--- src/source/cachePkg.sv ---
package cachePkg;

    // cpu request kinds
    typedef enum logic [1:0] {
        opRead       = 2'd0,
        opWrite      = 2'd1,
        opInvalidate = 2'd2
    } cacheOp_t;

    // controller states
    typedef enum logic [2:0] {
        Idle      = 3'd0,
        Lookup    = 3'd1,   // tag compare on the buffered request
        MissRead  = 3'd2,   // line request held until addrOk
        MissWait  = 3'd3,   // waiting for the line
        Replace   = 3'd4,   // bubble after refill
        MemWrite  = 3'd5,   // write-through to memory
        Operation = 3'd6    // set invalidate
    } cacheState_t;

    ////////////////////////////////////////
    // fixed sizes
    ////////////////////////////////////////

    localparam int WAYS   = 2;           // one-bit LRU needs exactly two
    localparam int DATA_W = 32;
    localparam int STRB_W = DATA_W / 8;  // one strobe per byte

endpackage

--- src/source/wayCtrlIf.sv ---
`timescale 1ns/1ps

interface wayCtrlIf;
    import cachePkg::*;

    logic [WAYS-1:0] hit;            // per-way tag match, meaningful in Lookup
    logic [WAYS-1:0] wayWe;          // one way at a time
    logic            fillLine;       // store memory line and set valid
    logic            writeWord;      // strobe merge into the buffered word
    logic            invalidateSet;  // clear valid in both ways
    logic            readWay;        // way feeding the response
    logic            forwardFill;    // response taken from memory line

    // controller side
    modport ctrl (
        input  hit,
        output wayWe, fillLine, writeWord, invalidateSet, readWay, forwardFill
    );

    // array side
    modport ways (
        output hit,
        input  wayWe, fillLine, writeWord, invalidateSet, readWay, forwardFill
    );

endinterface

--- src/source/cacheCtrl.sv ---
`timescale 1ns/1ps

module cacheCtrl #(
    parameter int indexWidth  = 4,
    parameter int offsetWidth = 2
) (
    input  logic                               clk,
    input  logic                               rstn,
    // cpu side
    input  logic                               cpuValid,
    output logic                               cpuReady,
    input  cachePkg::cacheOp_t                 cpuOp,
    input  logic [31:0]                        cpuAddr,
    input  logic [cachePkg::DATA_W-1:0]        cpuWdata,
    input  logic [cachePkg::STRB_W-1:0]        cpuWstrb,
    output logic                               respValid,
    // memory side
    output logic                               memReq,
    output logic                               memWr,
    output logic [31:0]                        memAddr,
    output logic [cachePkg::DATA_W-1:0]        memWdata,
    output logic [cachePkg::STRB_W-1:0]        memWstrb,
    input  logic                               memAddrOk,
    input  logic                               memDataOk,
    // buffered request
    output logic [indexWidth-1:0]              bufIndex,
    output logic [29-indexWidth-offsetWidth:0] bufTag,
    output logic [offsetWidth-1:0]             bufWord,
    output logic [cachePkg::DATA_W-1:0]        bufWdata,
    output logic [cachePkg::STRB_W-1:0]        bufWstrb,
    // lru
    output logic                               touch,
    output logic                               touchWay,
    input  logic                               victim,
    wayCtrlIf.ctrl                             wc
);
    import cachePkg::*;

    localparam int tagWidth = 30 - indexWidth - offsetWidth;

    cacheState_t state;
    cacheState_t nextState;
    cacheOp_t    bufOp;
    logic        bufLoad;
    logic        holdReq;   // request taken in the dataOk cycle
    logic        anyHit;
    logic        hitWay;
    logic [31:0] lineAddr;
    logic [31:0] wordAddr;

    assign bufLoad  = cpuValid && cpuReady;
    assign anyHit   = |wc.hit;
    assign hitWay   = wc.hit[1];
    assign lineAddr = {bufTag, bufIndex, {offsetWidth{1'b0}}, 2'b00};  // refill start
    assign wordAddr = {bufTag, bufIndex, bufWord, 2'b00};

    ////////////////////////////////////////
    // request buffer
    ////////////////////////////////////////

    always_ff @(posedge clk) begin
        if (bufLoad) begin
            bufOp    <= cpuOp;
            bufTag   <= cpuAddr[31 -: tagWidth];
            bufIndex <= cpuAddr[2 + offsetWidth +: indexWidth];
            bufWord  <= cpuAddr[2 +: offsetWidth];
            bufWdata <= cpuWdata;
            bufWstrb <= cpuWstrb;
        end
    end

    ////////////////////////////////////////
    // state register and next state
    ////////////////////////////////////////

    always_ff @(posedge clk or negedge rstn) begin
        if (!rstn) begin
            state   <= Idle;
            holdReq <= 1'b0;
        end else begin
            state   <= nextState;
            holdReq <= (state == MissWait) && bufLoad;
        end
    end

    always_comb begin
        nextState = state;
        case (state)
            Idle: begin
                nextState = cpuValid ? Lookup : Idle;
            end
            Lookup: begin
                if (bufOp == opInvalidate) begin
                    nextState = Operation;
                end else if (bufOp == opWrite) begin
                    nextState = MemWrite;
                end else if (!anyHit) begin
                    nextState = memAddrOk ? MissWait : MissRead;
                end else begin
                    nextState = cpuValid ? Lookup : Idle;  // hit keeps streaming
                end
            end
            MissRead: begin
                if (memAddrOk) begin
                    nextState = MissWait;
                end
            end
            MissWait: begin
                if (memDataOk) begin
                    nextState = Replace;
                end
            end
            Replace: begin
                nextState = holdReq ? Lookup : Idle;
            end
            MemWrite: begin
                if (memAddrOk) begin
                    nextState = cpuValid ? Lookup : Idle;
                end
            end
            Operation: begin
                nextState = Idle;
            end
            default: begin
                nextState = Idle;
            end
        endcase
    end

    ////////////////////////////////////////
    // outputs per state and next state
    ////////////////////////////////////////

    always_comb begin
        cpuReady         = 1'b0;
        respValid        = 1'b0;
        memReq           = 1'b0;
        memWr            = 1'b0;
        memAddr          = lineAddr;
        memWdata         = bufWdata;
        memWstrb         = '0;
        touch            = 1'b0;
        touchWay         = hitWay;
        wc.wayWe         = '0;
        wc.fillLine      = 1'b0;
        wc.writeWord     = 1'b0;
        wc.invalidateSet = 1'b0;
        wc.readWay       = hitWay;
        wc.forwardFill   = 1'b0;
        case (state)
            Idle: begin
                cpuReady = 1'b1;
            end
            Lookup: begin
                case (nextState)
                    MissRead, MissWait: begin
                        memReq = 1'b1;  // read miss asks for the line
                    end
                    MemWrite: begin
                        if (anyHit) begin   // write hit also updates the word
                            wc.wayWe[hitWay] = 1'b1;
                            wc.writeWord     = 1'b1;
                            touch            = 1'b1;
                        end
                    end
                    Lookup, Idle: begin
                        cpuReady  = 1'b1;
                        respValid = 1'b1;
                        touch     = 1'b1;
                    end
                    default: begin
                    end
                endcase
            end
            MissRead: begin
                memReq = 1'b1;
            end
            MissWait: begin
                if (nextState == Replace) begin
                    // forward the word and fill the victim
                    cpuReady         = 1'b1;
                    respValid        = 1'b1;
                    wc.forwardFill   = 1'b1;
                    wc.fillLine      = 1'b1;
                    wc.wayWe[victim] = 1'b1;
                    touch            = 1'b1;
                    touchWay         = victim;
                end
            end
            MemWrite: begin
                memReq   = 1'b1;
                memWr    = 1'b1;
                memAddr  = wordAddr;
                memWstrb = bufWstrb;
                if (nextState != MemWrite) begin
                    cpuReady = 1'b1;  // addrOk cycle
                end
            end
            Operation: begin
                wc.invalidateSet = 1'b1;
            end
            default: begin
            end
        endcase
    end

    ////////////////////////////////////////
    // checks
    ////////////////////////////////////////

    // memory request must sit still until it is taken
    property memReqHeld;
        @(posedge clk) disable iff (!rstn)
        memReq && !memAddrOk |=> memReq && $stable(memAddr) && $stable(memWr);
    endproperty

    assert property (memReqHeld)
        else $error("memory request changed before addrOk");

    assert property (@(posedge clk) disable iff (!rstn) state == Idle |-> !respValid)
        else $error("response raised in Idle");

endmodule

--- src/flat_wrapper.sv ---
// flat-port wrapper written by rule: the top's interface ports become plain ports
module cacheCtrl_flat import cachePkg::*;
#(
    parameter int indexWidth  = 4,
    parameter int offsetWidth = 2
)
  (clk, rstn, cpuValid, cpuReady, cpuOp, cpuAddr, cpuWdata, cpuWstrb, respValid, memReq, memWr, memAddr, memWdata, memWstrb, memAddrOk, memDataOk, bufIndex, bufTag, bufWord, bufWdata, bufWstrb, touch, touchWay, victim, wc_hit, wc_wayWe, wc_fillLine, wc_writeWord, wc_invalidateSet, wc_readWay, wc_forwardFill);
  wayCtrlIf wc_i ();
  input  logic clk;
  input  logic rstn;
  input  logic cpuValid;
  output logic cpuReady;
  input  cachePkg::cacheOp_t cpuOp;
  input  logic [31:0] cpuAddr;
  input  logic [cachePkg::DATA_W-1:0] cpuWdata;
  input  logic [cachePkg::STRB_W-1:0] cpuWstrb;
  output logic respValid;
  output logic memReq;
  output logic memWr;
  output logic [31:0] memAddr;
  output logic [cachePkg::DATA_W-1:0] memWdata;
  output logic [cachePkg::STRB_W-1:0] memWstrb;
  input  logic memAddrOk;
  input  logic memDataOk;
  output logic [indexWidth-1:0] bufIndex;
  output logic [29-indexWidth-offsetWidth:0] bufTag;
  output logic [offsetWidth-1:0] bufWord;
  output logic [cachePkg::DATA_W-1:0] bufWdata;
  output logic [cachePkg::STRB_W-1:0] bufWstrb;
  output logic touch;
  output logic touchWay;
  input  logic victim;
  input wire logic [$bits(wc_i.hit)-1:0] wc_hit;
  output wire logic [$bits(wc_i.wayWe)-1:0] wc_wayWe;
  output wire logic [$bits(wc_i.fillLine)-1:0] wc_fillLine;
  output wire logic [$bits(wc_i.writeWord)-1:0] wc_writeWord;
  output wire logic [$bits(wc_i.invalidateSet)-1:0] wc_invalidateSet;
  output wire logic [$bits(wc_i.readWay)-1:0] wc_readWay;
  output wire logic [$bits(wc_i.forwardFill)-1:0] wc_forwardFill;
  assign wc_i.hit = wc_hit;
  assign wc_wayWe = wc_i.wayWe;
  assign wc_fillLine = wc_i.fillLine;
  assign wc_writeWord = wc_i.writeWord;
  assign wc_invalidateSet = wc_i.invalidateSet;
  assign wc_readWay = wc_i.readWay;
  assign wc_forwardFill = wc_i.forwardFill;
  cacheCtrl #(.indexWidth(indexWidth), .offsetWidth(offsetWidth)) u_core (.clk(clk), .rstn(rstn), .cpuValid(cpuValid), .cpuReady(cpuReady), .cpuOp(cpuOp), .cpuAddr(cpuAddr), .cpuWdata(cpuWdata), .cpuWstrb(cpuWstrb), .respValid(respValid), .memReq(memReq), .memWr(memWr), .memAddr(memAddr), .memWdata(memWdata), .memWstrb(memWstrb), .memAddrOk(memAddrOk), .memDataOk(memDataOk), .bufIndex(bufIndex), .bufTag(bufTag), .bufWord(bufWord), .bufWdata(bufWdata), .bufWstrb(bufWstrb), .touch(touch), .touchWay(touchWay), .victim(victim), .wc(wc_i));
endmodule
--- config.mk ---
export PLATFORM = sky130hd
export DESIGN_NAME = cacheCtrl_flat
export DESIGN_NICKNAME = d
export VERILOG_FILES = /design/src/source/cachePkg.sv /design/src/source/wayCtrlIf.sv /design/src/source/cacheCtrl.sv /design/src/flat_wrapper.sv
export SDC_FILE = /design/constraint.sdc
export NUM_CORES = 1
export LEC_CHECK = 0
export ABC_AREA = 1
export BUFFER_PORTS_ARGS = -buffer_cell sky130_fd_sc_hd__buf_2
export CAP_MARGIN = 0
export CORE_UTILIZATION = 40
export CTS_CLUSTER_SIZE = 28
export DETAILED_ROUTE_END_ITERATION = 6
export PLACE_DENSITY = 0.79
export SYNTH_ARGS = -nofsm -noshare
export SYNTH_HDL_FRONTEND = slang
export SYNTH_SLANG_ARGS = --single-unit
--- constraint.sdc ---
create_clock -name clk -period 3.5 [get_ports clk]
set_clock_uncertainty 0.1 [all_clocks]
set_input_delay 0.175 -clock clk [delete_from_list [all_inputs] [get_ports clk]]
set_output_delay 0.175 -clock clk [all_outputs]
set_load 0.01 [all_outputs]
==> results.env <==
STATUS='finished clean'
DRC=0
ROUTED_WIRELENGTH_MM=9.30
SYNTH.AREA.MUX_SHARE_PCT=0
ASYNC_FLOP_SHARE_PCT=5.56
NUMBER_OF_ENABLE_TYPE_REGISTER_CELLS_IN_THE_SYNTHESIZED_NETLIST=68
FLOORPLAN.DIE.HEIGHT_UM=89.7
SYNTH.TOP_CELL.AREA_SHARE_PCT=66.4
SYNTH_AREA_LEADERS='edfxtp_1 (66%), buf_4 (16%), dfrtp_1 (3.3%)'
POST_DRT_VIA_CELL_RATIO=4.54
ANTENNA_FOUND_INITIAL=0
GRT_START_MAX_NET_PINS=69
INITIALDRTVIOLATIONCOUNT=105
YOSYS_MOST_USED_DFF='edfxtp_1'
P_SWITCHING_W=0.00117
FINAL_PERIOD_MINUS_WORST_SETUP_SLACK_NS=2.24
CLOCK_LATENCY_NS=0.33
GRT_SETUP_UNREPAIRED='false'
MAX-CAP-VIOLATIONS=0
WL_MET1_MM=3.12
CLKSLEWWORSTSETUPHOLDPATHS_NS=0.07
POWER.DENSITY_CELL_AREA_nW_PER_UM2=667
YS_SEQ_ELEMENTS=72
TIMING.FINAL.CRIT_SHARE_PCT=64.0
SETUP-TNS-FINAL_NS=0
VIAS_IN_THE_FIRST_GLOBAL_ROUTE=2507
DRT_FIRST_PASS_ITERS=4
GRT_USAGE_PCT=22.4
FIN_HOLD_WS_NS=0.0374
WORSTSETUPENDPOINTTYPE='flop'
NUM_ROWS=31
CLOCKROOTBUFFER='clkbuf_8'
SYNTH-XOR-AREA-SHARE_PCT=0
LARGEST_FAMILY_OF_LOGIC_CELLS_BY_SYNTHESIZED_AREA='buffers and inverters'
SYNTH_SIMPLE_GATE_AREA_SHARE_PCT=8.51
SYNTH-SEQ-AREA-SHARE_PCT=69.7
SYNTH-WARNING-COUNT=0
FLOORPLAN.INITIALDENSITY_PCT=41.9
TIMING.FMAX_MHz=446
SYN_AREA_SQ_UM=3070
PORT_BUFFERS=220
TOTAL_LEAKAGE_POWER_nW=2.25
POWER.SEQUENTIAL.FRACTION_PCT=44.7
PORTION_OF_TOTAL_POWER_ATTRIBUTED_TO_THE_CLOCK_NETWORK_PCT=18.0
POST_ROUTE_CELLS_DRIVE_ABOVE_1_SHARE_PCT=54.6
SYNTHESIS.AREA_PER_INSTANCE_SQ_UM=13.7
CTSRESIZECOUNT=0
P_INT_W=0.00196
ANTENNA-DIODE-COUNT=0
POST_SYNTH_FA_HA_MAJ_AREA_FRACTION_PCT=0.814
CP.ARRIVAL_NS=2.14
SWITCHING_SHARE_PCT=37.4
FLOORPLAN.DIE_AREA_SQ_UM=8040
SYN-INSTANCE-COUNT=225
HOLD_VIOL=0
MIN-DELAY-PATH-CLASS='in -> reg'
GRT.OVERFLOW.TOTAL=0
CHIPWIDTH_UM=89.7
DETAIL_ROUTE.WL_PER_CELL_UM=16.4
VIAS=2568
CRIT_PATH_MAX_FANOUT=68
R2R_SETUP_SLACK_NS=1.26
SETUP_VIOL=0
NUMCTSBUFFERS=9
TIMING.CRITICAL_PATH.FROM_TYPE='flop'
CLOCK_TREE.BUFFER_DEPTH=2
DESIGN.PORTCOUNT=225
WORST_VOLTAGE_DROP_ACROSS_THE_VDD_GRID_uV=399
SYNTH_COMPOUND_AREA_SHARE_PCT=1.95
HIGHEST-SIGNAL-LAYER='met4'
YOSYS.CELL_TYPES.COUNT=24
MET2_WIRELENGTH_MM=5.11
TIMING_WORST_SETUP_PATH_TYPE='reg -> reg'
NFILLCELLS=531
FP.COREAREA_SQ_UM=7330
ANT_NETS=0
DP_HPWL_MM=5.77
SYNTH_TOP_AREA_CELL='edfxtp_1'
TIMING_MAX_TRANSITION_VIOLATIONS_FINAL=0
GRT_PASS1_WL_MM=12.6
HTREE_NUM_LEVELS=3
GP_CONGESTION=0.884
CTS_TREE='built'
NNETSFINAL=542
CLOCK-SINKS=72
DETAILROUTE.WIRELENGTH.MET3_UM=778
AREA_GROWTH_SYN_TO_LAYOUT_PCT=52.5
REQUIRED_NS=3.40
PWR-SHARE-COMB_PCT=37.3
[worst max-delay path: stages (launching register included)]
cell and delay, ns:
dfrtp_1 0.50, clkinv_1 0.18, nand3_1 0.13, nand2_1 0.08, nand3_1 0.07, nand3_1 0.13
nand2_1 0.09, nand2_1 0.06, nand3_2 0.07, nand2_2 0.07, inv_2 0.07, buf_12 0.30
[power groups by stage]
stage                     registers, W  logic, W  clock network [W]
after floorplan                0.00150  0.000686                  0
after global placement         0.00138   0.00109                  0
after detailed placement       0.00140   0.00110                  0
after CTS                      0.00138   0.00116           0.000563
after global routing           0.00142   0.00126           0.000604
final                          0.00140   0.00117           0.000564
[layout make-up]
class / instances / area [sq um] / share of cell area [%]
repair buffers: 290 / 1810 / 38.6
multi-input cells: 64 / 354 / 7.55
inverters: 25 / 93.8 / 2.00
well taps: 99 / 124 / 2.64
clock inverters: 6 / 36.3 / 0.774
flip-flops and latches: 72 / 2140 / 45.7
clock buffers: 10 / 128 / 2.72
[cell usage in the layout (no fill, tap or decap), types with 3 or more instances in the layout]
cell,n
nor2_2,3
clkbuf_8,9
nand3_1,6
nand2_1,18
nor2_1,14
dlygate4sd3_1,69
nand3_2,3
clkinv_2,4
inv_1,19
inv_2,5
dfrtp_1,4
buf_2,220
edfxtp_1,68
[Yosys cell counts (2+ instances only)]
library cell   n
edfxtp_1      68
buf_4         65
inv_1         20
nand2_1       18
nor2_1        14
nand3_1        6
dfrtp_1        4
inv_2          4
nand3_2        3
nor2_2         3
ha_1           2
nand2_2        2
nand2_4        2
nor3_1         2
o21ai_0        2
o21ai_1        2
[final timing paths]
kind,start,cells after the start,end
hold / removal,cpuValid,3,u_core.holdReq$_DFF_PN0_
min in group asynchronous,rstn,2,u_core.holdReq$_DFF_PN0_
hold reg to reg,u_core.state[1]$_DFF_PN0_,4,u_core.holdReq$_DFF_PN0_
setup / recovery,u_core.state[0]$_DFF_PN0_,11,u_core.bufWdata[26]$_DFFE_PP_
setup reg to reg,u_core.state[0]$_DFF_PN0_,11,u_core.bufWdata[26]$_DFFE_PP_
max in group asynchronous,rstn,2,u_core.state[0]$_DFF_PN0_
[metal layers]
metal / vias to the layer above / track usage (%)
met5: - / 0
met4: 0 / 12.6
met3: 23 / 6.03
met2: 175 / 40.0
met1: 1208 / 23.9
li1: 1162 / -
[through the flow]
step | setup slack (ns) | cell area (sq um) | power (W) | utilization (%) | std cells
floorplan | 0.419 | 3080 | 0.00218 | - | 226
global placement | 1.36 | 3830 | 0.00247 | 52.3 | 481
detailed placement | 1.29 | 3830 | 0.00250 | 52.3 | 481
CTS | 1.28 | 4690 | 0.00311 | 64.0 | 566
global route | 1.01 | 4690 | 0.00329 | 64.0 | 566
finish | 1.26 | 4690 | 0.00313 | 64.0 | 566
[state kept, by name, indices dropped and copies added (netlist names)]
signal and count:
u_core.bufWdata 32, u_core.bufWord 2, u_core.state 3, u_core.bufWstrb 4, u_core.bufIndex 4, u_core.holdReq 1
u_core.bufTag 24, u_core.bufOp 2
[logic make-up (layout without fill, tap and decap cells)]
logic type | Yosys count | after routing
compound gates | 8 | 8
fa+ha+maj | 2 | 2
buf+inv | 90 | 331
flops | 72 | 72
other cells | 1 | 2
simple gates | 52 | 52
[repair_timing]
item	in CTS	in global routing
hold buffers	69	0
endpoints found under the hold margin	72	0
buffers inserted	0	0
No activity file was read; power rests on OpenSTA's default activity.
