$ cat config.mk
export PLATFORM = sky130hd
export DESIGN_NAME = lruTable
export DESIGN_NICKNAME = d
export VERILOG_FILES = /design/src/source/lruTable.sv
export SDC_FILE = /design/constraint.sdc
export NUM_CORES = 1
export LEC_CHECK = 0
export BUFFER_PORTS_ARGS = -buffer_cell sky130_fd_sc_hd__buf_4
export CELL_PAD_IN_SITES_DETAIL_PLACEMENT = 1
export CELL_PAD_IN_SITES_GLOBAL_PLACEMENT = 2
export CORE_MARGIN = 4
export CORE_UTILIZATION = 39
export DETAILED_ROUTE_END_ITERATION = 16
export PLACE_DENSITY = 0.83
export SETUP_SLACK_MARGIN = 0.15
export SYNTH_ARGS = -nofsm -noshare
export SYNTH_HDL_FRONTEND = slang
export SYNTH_SLANG_ARGS = --single-unit
$ cat constraint.sdc
create_clock -name clk -period 2.85 [get_ports clk]
set_clock_uncertainty 0.1 [all_clocks]
set_input_delay 0.57 -clock clk [delete_from_list [all_inputs] [get_ports clk]]
set_output_delay 0.57 -clock clk [all_outputs]
set_load 0.02 [all_outputs]
$ cat src/source/lruTable.sv
`timescale 1ns/1ps

module lruTable #(
    parameter int indexWidth = 4
) (
    input  logic                  clk,
    input  logic                  rstn,
    input  logic [indexWidth-1:0] bufIndex,
    input  logic                  touch,
    input  logic                  touchWay,   // way just used
    output logic                  victim
);
    localparam int sets = 2 ** indexWidth;

    // one bit per set naming the older way
    logic [sets-1:0] lruBits;

    always_ff @(posedge clk or negedge rstn) begin
        if (!rstn) begin
            lruBits <= '0;
        end else if (touch) begin
            lruBits[bufIndex] <= ~touchWay;  // the other way is now oldest
        end
    end

    assign victim = lruBits[bufIndex];

endmodule

==> impl_results.md, run 1 <==
- Cell area power density: approximately 660 nW/um^2
- Largest net degree at the start of global routing: 17
- DP Wirelength: ~1.2 mm
- Total grt overflow: 0
- CTS Sinks: 16
- Area of the multi-input gates: about 380 um^2
- Iter 0 DRT Violations: 7
- Arrival time worst endpoint: ~1.7 ns
- Critical setup path kind: in -> out
- Status: complete, no violations
- Width of the die: between 50 and 60 um
- Routed WL: 1.91 mm
- Number of flip-flops in the largest register: 16
- Worst-path clk slew: about 0.10 ns
- Starting Density: approximately two fifths
- # port buffers: 8
- Max Clk Rate: 0.422 GHz
- Synth area leader: dfrtp_1
- Biggest register: lruBits
- Top cells by area, synth: dfrtp_1, a31oi_1, a21oi_1, mux4_1, mux4_2
- FFs w/ async S/R, synth: 100%
- Tightest Pin Transition: 0.553 ns
- Routed Antenna Nets: 0
- Crit share post-route: 83.1%
- Routability cong.: around 0.73
- Hold_buf cts: 0
- Vias in the first global route: a little under 700
- Crit end category: output pin
- TritonCTS clock tree: built
- Netlist cell types: 18
- Register area: roughly 400 um^2
- WL per Instance: ~18 um
- H-tree depth: 1
- Worst hold path type: in -> async
- Final core occ: a little under half
- RSZ-0062 raised after global routing: false
- Setup bufs post-CTS: 0
- Post-synth EDFFs: 0
- # rows: 16
- Root Buffer Master: clkbuf_4
- First-pass GRT wire length: 3.37 mm
- Final setup fails: 0
- Avg Cell Area, Syn: ~11 um^2
- I/O Pins: 9
- Yosys reg bits: 16
- Max clock buf depth: 2
- Syn_nets: around 80
- Final Hold Viols: 0
- Synth Flop Type: dfrtp_1
- Via count: around 630
- Cell area after layout: between 900 and 1000 um^2
- Worst IR drop on VDD: between 300 and 400 uV
- Fin. max-slew vios: 0
- Pleak: between 0.3 and 0.4 nW
- DRC Markers: 0
- Max-cap violations: 0
- Cells after synthesis: 74
- Crit path launch type: input port
- Num CTS Buffers: 3
- Layout area overhead: 10.8%
- Top post-synthesis cells by count: a31oi_1, dfrtp_1, a21oi_1, buf_2
- Resized Gates After CTS: 0
- Share of layout cells above drive strength 1: 28.6%
- Initial antenna violation count: 0
- CP Data Required Time: approximately 2.2 ns
- CP Max Fanout: 8
- First drt pass iteration count: 4
- Setup tns final: 0 ns
- Relative slew slack: 62.9%
- Fill cells: 230
- Die Span Y: 54.2 um
- Ant. Diodes: 0
- Final min period: about 2.4 ns
- Via density: between 6 and 7
- Cell area after synthesis: around 830 um^2
- Final net count: 86
- Seq/Total Area, Yosys: about half
- Die ar.: roughly 2900 um^2
- YS warnings: 0
- Clk Latency, worst-skew pair: 0.29 ns
- Area share of the largest cell type after synthesis: between 40% and 50%
- Largest regs: lruBits: 16 flops
- Total track usage: about 16%
- Core area: about 2000 um^2
- Placed cell area: a little under 900 um^2
-- power breakdown --
part           internal, W  switching (W)  leakage, nW
clock            0.0000779      0.0000772       0.0210
sequential        0.000281      0.0000273        0.182
combinational    0.0000759      0.0000724        0.166
total             0.000434       0.000177        0.369
-- metrics by stage --
step                      cells  setup WS (ns)  hold WS [ns]  total power, W
after floorplan              74          0.647         0.174        0.000417
after global placement      100          0.513         0.342        0.000453
after detailed placement    100          0.517         0.342        0.000460
after CTS                   104          0.474        0.0142        0.000619
after global routing        104          0.404        0.0117        0.000653
final                       104          0.482        0.0126        0.000611
-- area by class of cell --
cell class,instances,area share (%)
Clock buffer,4,3.93
Multi-Input combinational cell,47,40.9
Timing Repair Buffer,10,8.13
Tap cell,27,3.66
Sequential cell,16,43.4
-- path summary, 6_finish.rpt --
check,slack [ns],start,cells after the start,endpoint
max,0.48,bufIndex[0],5,victim
min in group clk,0.46,lruBits[8],2,lruBits[8]
max in group asynchronous,2.45,rstn,1,lruBits[10]
max reg2reg,2.02,lruBits[14],2,lruBits[14]
min reg2reg,0.46,lruBits[8],2,lruBits[8]
min,0.01,rstn,1,lruBits[3]
-- logic make-up after synthesis --
kind of cell           share of synthesized area [%]
buffers and inverters                           6.61
AOI/OAI and AO/OA                               24.9
DFF                                             48.0
muxes                                           11.7
and+or+nand+nor                                 8.71
-- worst max-delay path, stage by stage --
cell     delay [ns]
buf_4          0.14
mux4_2         0.53
a22oi_2        0.19
nand3_1        0.10
buf_4          0.16
-- metal layers --
metal	part of all wire (%)	routed length [um]	track usage [%]
met1	46	885	20.6
met2	49	926	26.5
met3	3.0	58	4.09
met4	1.8	35	6.64
met5	0	0	0
-- layout by cell type, fill, tap and decap left out, drive strengths merged --
cell type,n
a41oi,4
nor2,1
a31oi,16
nor2b,2
a22oi,1
a21oi,12
nand3,2
and3b,2
clkbuf,4
mux4,4
buf,10
dfrtp,16
nor3b,1
nand2,1
and3,1
No activity file was read; power rests on OpenSTA's default activity.
==> run 2: changes to the inputs <==
ABC_AREA = 1   (was not set)
CORE_UTILIZATION = 32   (was 39)
PLACE_DENSITY = 0.8   (was 0.83)
clock period = 2.5 ns   (was 2.85 ns; I/O delays follow)
==> run 2 against run 1 <==
  * Synthesized cell count increased by 69%
  * Global-route usage decreased by 0.67 points
  * Area after synthesis increased by 7.8%
  * Die area increased by 26%
  * Non-clock buffer count unchanged
  * Setup slack improved by 0.033 ns
  * Clock-buffer cell count unchanged
  * Critical path depth increased by 6
==> impl_results.md, run 2 <==
- Status: complete, no violations (unchanged)
- WHS: 0.404 ns (was 0.0126 ns)
- Area share of the largest cell type after synthesis: 44.6% (was 48.0%)
- RSZ-0062 raised after global routing: false (unchanged)
- Adder-cell share of the synthesized area: 0% (unchanged)
- Flop2flop setup slack: 1.71 ns (was 2.02 ns)
- YS warnings: 0 (unchanged)
- Multiplexer share of the synthesized area: 0% (was 11.7%)
- Most common cell in the netlist: nand2_1
- Relative slew slack: 83.6% (was 62.9%)
- DRC Markers: 0 (unchanged)
- Width of the die: 61.0 um (was 54.2 um)
- Clk Latency, worst-skew pair: 0.29 ns (about the same)
- # port buffers: 8 (unchanged)
- Avg Cell Area, Syn: 7.19 um^2 (was 11.3 um^2)
- Share of layout cells above drive strength 1: 16.9% (was 28.6%)
- Cells after synthesis: 125 (was 74)
- Worst r2r dst: lruBits[3] (was lruBits[14])
- Top cells by area, synth: dfrtp_1, nand2_1, a21oi_1, nor2_1, nor2_4 (was dfrtp_1, a31oi_1, a21oi_1, mux4_1, mux4_2)
- TritonCTS clock tree: built (unchanged)
- Synth Flop Type: dfrtp_1 (unchanged)
- # rows: 18 (was 16)
- Worst IR drop on VDD: 409 uV (was 353 uV)
- Max-cap violations: 0 (unchanged)
- Crit. Startpoint: bufIndex[0] (unchanged)
- Top post-synthesis cells by count: nand2_1, dfrtp_1, nor2_1, a21oi_1 (was a31oi_1, dfrtp_1, a21oi_1, buf_2)
- Routed Antenna Nets: 0 (unchanged)
- Cell area power density: 682 nW/um^2 (was 662 nW/um^2)
- Critical setup path kind: in -> out (unchanged)
- Critical path endpoint: victim (unchanged)
- Largest regs: lruBits: 16 flops (unchanged)
- Arrival time worst endpoint: 1.39 ns (was 1.70 ns)
- Num CTS Buffers: 3 (unchanged)
- Resized Gates After CTS: 0 (unchanged)
- Fin. max-slew vios: 0 (unchanged)
- Tightest Pin Transition: 0.245 ns (was 0.553 ns)
- Post-synth EDFFs: 0 (unchanged)
- Total track usage: 15.6% (was 16.3%)
- Final Hold Viols: 0 (unchanged)
- Root Buffer Master: clkbuf_4 (unchanged)
- Number of flip-flops in the largest register: 16 (unchanged)
- Synth Area in XOR/XNOR: 0% (unchanged)
- Worst-path clk slew: 0.10 ns (about the same)
- H-tree depth: 1 (unchanged)
- Commonest non-fill, non-tap cell in the layout: nand2_1
- Starting Density: 35.0% (was 41.6%)
- Total grt overflow: 0 (unchanged)
- Crit share post-route: around four fifths
- Post-Synth Simple-Gate Area: 37.0% (was 8.71%)
- Die Span Y: 61.0 um (was 54.2 um)
- I/O Pins: 9 (unchanged)
- Synth area leader: dfrtp_1 (unchanged)
- Ant. Diodes: 0 (unchanged)
- CP Data Required Time: 1.90 ns (was 2.18 ns)
- CTS Sinks: 16 (unchanged)
- Routed WL: 2.37 mm (was 1.91 mm)
- Final min period: 1.99 ns
- Largest family of logic cells by synthesized area: simple AND/OR/NAND/NOR gates (was compound AO/OA/AOI/OAI gates)
- First-pass GRT wire length: 4.11 mm (was 3.37 mm)
- Max Clk Rate: 0.504 GHz
- Final net count: 145 (was 86)
- Max clock buf depth: 2 (unchanged)
- Worst R2R Start: lruBits[3] (was lruBits[14])
- First drt pass iteration count: 4 (unchanged)
- Core area: 2570 um^2 (was 2000 um^2)
- Crit path launch type: input port (unchanged)
- Initial antenna violation count: 0 (unchanged)
- Routability cong.: 0.876 (was 0.733)
- Netlist cell types: 17 (was 18)
- Setup tns final: 0 ns (unchanged)
- Yosys reg bits: 16 (unchanged)
- Final setup fails: 0 (unchanged)
- Fill cells: 331 (was 230)
- Layout area overhead: 14.3% (was 10.8%)
- Worst hold path type: reg -> reg (was in -> async)
- Via density: 4.90 (was 6.08)
- CP Max Fanout: 13 (was 8)
- Most frequent cells in the layout: nand2_1, dfrtp_1, nor2_1 (was a31oi_1, dfrtp_1, a21oi_1)
- FFs w/ async S/R, synth: 100% (unchanged)
- Die ar.: 3720 um^2 (was 2940 um^2)
- WL per Instance: 14.3 um (was 18.3 um)
- Syn_nets: 133 (was 82)
- Via count: 814 (was 632)
- Crit end category: output pin (unchanged)
- Vias in the first global route: 851 (was 691)
- Pleak: 0.512 nW (was 0.369 nW)
- Worst reg2reg path depth: 2 (unchanged)
- Iter 0 DRT Violations: 27 (was 7)
- Largest net degree at the start of global routing: 17 (unchanged)
- Biggest register: lruBits (unchanged)
- DP Wirelength: 1.77 mm (was 1.23 mm)
- Synth Area in Compound Gates: 11.7% (was 24.9%)
- Cell area after synthesis: 898 um^2 (was 833 um^2)
- Seq/Total Area, Yosys: 44.6% (was 48.0%)
run 2: layout make-up:
cell class                 instances  area, um^2  share of cell area, %
sequential                        16         400                   39.0
multi-input combinational         96         438                   42.6
clock buffer                       4        36.3                   3.53
tap                               30        37.5                   3.65
timing repair buffer              10        77.6                   7.55
inverter                          10        37.5                   3.65
run 2: worst min path at each step:
stage | from | end | slack [ns] | cells past startpoint
finish | lruBits[1] | lruBits[1] | 0.40 | 2
detailed placement | rstn | lruBits[12] | 0.28 | 1
global route | touchWay | lruBits[14] | 0.42 | 2
floorplan | rstn | lruBits[0] | 0.10 | 0
CTS | lruBits[4] | lruBits[4] | 0.40 | 2
global placement | rstn | lruBits[12] | 0.28 | 1
run 2: per-layer routing:
metal | up-vias | GRT usage (%) | wire length, um
li1 | 424 | - | -
met4 | 0 | 6.19 | 18
met1 | 382 | 22.0 | 1190
met5 | - | 0 | 0
met3 | 2 | 2.55 | 54
met2 | 6 | 24.0 | 1120
run 2: kinds of logic (layout without fill, tap and decap cells):
group / Yosys count / after routing
compound gates: 20 / 20
buf+inv: 13 / 24
flops: 16 / 16
simple gates: 76 / 76
run 2: what timing repair did:
action / CTS / global route
hold endpoints to repair: 16 / 0
buffers inserted: 0 / 0
hold buffers: 1 / 0
run 2: report_power, final:
group / total (W) / internal, W / switching, W
Sequential: 0.000354 / 0.000317 / 0.0000368
Combinational: 0.000166 / 0.0000679 / 0.0000981
Clock: 0.000181 / 0.0000887 / 0.0000920
run 2: worst max-delay path, stage by stage:
cell and delay, ns:
buf_4 0.17, inv_2 0.15, nand2_1 0.07, nand2_1 0.05
nand2_1 0.05, nand2_1 0.07, nand2_1 0.04, nand2_1 0.06
inv_1 0.03, nand2_1 0.05, buf_4 0.13
run 2: per-stage QoR:
stage | cells | power (W) | instance area [um^2] | utilization [%] | worst slack (ns)
floorplan | 125 | 0.000465 | 898 | - | 0.785
global placement | 161 | 0.000521 | 981 | 38.2 | 0.524
detailed placement | 161 | 0.000526 | 981 | 38.2 | 0.510
CTS | 166 | 0.000708 | 1030 | 40.0 | 0.502
global route | 166 | 0.000756 | 1030 | 40.0 | 0.389
finish | 166 | 0.000700 | 1030 | 40.0 | 0.515
==> run 3: changes to the inputs <==
CORE_UTILIZATION = 29   (was 32)
PLACE_DENSITY = 0.77   (was 0.8)
clock period = 1.7 ns   (was 2.5 ns; I/O delays follow)
==> run 3 against run 2 <==
  * The flow now finishes with violations (negative setup slack)
  * Power increased by 43%
  * Via count increased by 1.8%
  * Critical path depth down 2
  * Cell count increased by 3.6%
  * Clock power increased by 13%
  * Sequential cell count is the same
  * Clock-buffer cell count down 1
  * Core utilization shrank 2.7 points
  * Cell area is 3.5% higher
  * Wire length is 1.6% lower
  * Sequential power is 47% higher
  * Highest routed layer unchanged
  * Register-to-register slack lost 1.0 ns
==> impl_results.md, run 3 (same netlist as run 2, synthesis figures left out) <==
- Biggest register: lruBits (unchanged)
- Final setup fails: 1 (was 0)
- Cell area power density: 941 nW/um^2 (was 682 nW/um^2)
- Max stage delay on crit path: 0.40 ns (was 0.17 ns)
- Die ar.: 4050 um^2 (was 3720 um^2)
- Total grt overflow: 0 (unchanged)
- RSZ-0062 raised after global routing: true (was false)
- Root Buffer Master: clkbuf_4 (unchanged)
- Max-cap violations: 0 (unchanged)
- Kind of cell adding the most delay to the critical path: simple AND/OR/NAND/NOR gates (was buffers and inverters)
- First drt pass iteration count: 4 (unchanged)
- Hold Crit Start: touchWay (was lruBits[1])
- Worst hold path type: in -> reg (was reg -> reg)
- Routed Antenna Nets: 0 (unchanged)
- Cell area after layout: 1060 um^2 (was 1030 um^2)
- Crit-path slowest cell: dfrtp_1 (was buf_4)
- Initial antenna violation count: 0 (unchanged)
- Final Hold Viols: 0 (unchanged)
- Worst reg2reg path depth: 4 (was 2)
- Crit path launch type: register (was input port)
- Cell repeated most along the worst path: nand2_1 (unchanged)
- I/O Pins: 9 (unchanged)
- TritonCTS clock tree: built (unchanged)
- Worst hold stages: 2 (unchanged)
- Crit share post-route: 101%
- Worst setup margin: -0.0210 ns (was 0.515 ns)
- Area of the multi-input gates: 438 um^2 (unchanged)
- CP Max Fanout: 2 (was 13)
- # rows: 19 (was 18)
- Vias in the first global route: 869 (was 851)
- Status: finished, violations left (was complete, no violations)
- Iter 0 DRT Violations: 27 (unchanged)
- Worst R2R Start: lruBits[10] (was lruBits[3])
- Tightest Pin Transition: 0.221 ns (was 0.245 ns)
- Relative slew slack: 85.2% (was 83.6%)
- Share of layout cells above drive strength 1: 19.9% (was 16.9%)
- Placed cell area: 1000 um^2 (was 981 um^2)
- Critical path buffer and inverter count: 2 (was 4)
- Setup tns final: -0.0210 ns (was 0 ns)
- Core area: 2850 um^2 (was 2570 um^2)
- CTS Sinks: 16 (unchanged)
- Failing checks: negative setup slack
- CP Cell Sequence: nand2_1 > nand2_1 > nand2_1 > nand2_1 > nand2_1 > nand2_1 > inv_1 > nand2_1 > buf_6 (was buf_4 > inv_2 > nand2_1 > nand2_1 > nand2_1 > nand2_1 > nand2_1 > nand2_1 > inv_1 > nand2_1 > buf_4)
- Fill cells: 374 (was 331)
- H-tree depth: 1 (unchanged)
- Arrival time worst endpoint: 1.28 ns (was 1.39 ns)
- Total track usage: 12.4% (was 15.6%)
- CP Data Required Time: 1.26 ns (was 1.90 ns)
- Starting Density: 31.5% (was 35.0%)
- Number of cells on the critical path: 9 (was 11)
- Pleak: 0.535 nW (was 0.512 nW)
- Number of flip-flops in the largest register: 16 (unchanged)
- Commonest non-fill, non-tap cell in the layout: nand2_1 (unchanged)
- Max clock buf depth: 2 (unchanged)
- Fin. max-slew vios: 0 (unchanged)
- Critical setup path kind: reg -> out (was in -> out)
- Largest regs: lruBits: 16 flops (unchanged)
- Crit. Startpoint: lruBits[8] (was bufIndex[0])
- DP Wirelength: 1.83 mm (was 1.77 mm)
- Final min period: around 1.7 ns
- Largest net degree at the start of global routing: 17 (unchanged)
- Width of the die: 63.7 um (was 61.0 um)
- Via count: 829 (was 814)
- Die Span Y: 63.7 um (was 61.0 um)
- Layout area overhead: 18.4% (was 14.3%)
- DRC Markers: 0 (unchanged)
- Ant. Diodes: 0 (unchanged)
- Clk Latency, worst-skew pair: 0.29 ns (about the same)
- Num CTS Buffers: 3 (unchanged)
- # port buffers: 8 (unchanged)
- Register area: 400 um^2 (unchanged)
- Via density: 4.82 (was 4.90)
- Final net count: 151 (was 145)
- Worst IR drop on VDD: 391 uV (was 409 uV)
- Crit end category: output pin (unchanged)
- First-pass GRT wire length: 3.95 mm (was 4.11 mm)
- WL per Instance: 13.6 um (was 14.3 um)
- Routability cong.: 0.774 (was 0.876)
- Most frequent cells in the layout: nand2_1, dfrtp_1, buf_4 (was nand2_1, dfrtp_1, nor2_1)
- Max Clk Rate: a little under 0.6 GHz
- Pre-CTS WS: 0.0171 ns (was 0.510 ns)
- Flop2flop setup slack: 0.71 ns (was 1.71 ns)
- Routed WL: 2.34 mm (was 2.37 mm)
- Worst-path clk slew: 0.10 ns (about the same)
-- run 3: through the flow --
stage               utilization, %  instances  hold WS (ns)  power (W)
floorplan                        -        125       -0.0556   0.000683
global placement              35.2        165         0.116   0.000772
detailed placement            35.2        165         0.118   0.000780
CTS                           37.0        171         0.249    0.00101
global route                  37.3        172         0.257    0.00109
finish                        37.3        172         0.260    0.00100
-- run 3: metal layers --
layer  global-route usage [%]  vias up  routed length, um
met5                        0        -                  0
met4                     3.23        0                 17
met3                     2.66        2                 93
met2                     20.6       14               1090
met1                     16.1      384               1140
li1                         -      429                  -
-- run 3: cell type report --
| type | instances | share of cell area, % |
|---|---|---|
| Clock buffer | 3 | 2.12 |
| Multi-Input combinational cell | 96 | 41.2 |
| Sequential cell | 16 | 37.6 |
| Inverter | 10 | 3.53 |
| Timing Repair Buffer | 16 | 11.9 |
| Tap cell | 31 | 3.65 |
-- run 3: where the power goes --
part	total, W	internal, W	switching (W)
Sequential	0.000519	0.000466	0.0000529
Combinational	0.000277	0.000126	0.000151
Clock	0.000205	0.0000823	0.000122
Total	0.00100	0.000675	0.000326
-- run 3: repair_timing --
| item | in CTS | in global routing |
|---|---|---|
| setup endpoints to repair | 1 | 1 |
| gates cloned | 0 | 0 |
| pin swaps | 4 | 1 |
| setup buffers | 2 | 1 |
| resized for setup | 1 | 0 |
| hold buffers | 1 | 0 |
| endpoints found under the hold margin | 16 | 0 |
-- run 3: final timing paths --
check | to
setup / recovery | victim
hold / removal | lruBits[9]
setup reg to reg | lruBits[10]
min in group asynchronous | lruBits[0]
max in group asynchronous | lruBits[7]
hold reg to reg | lruBits[4]
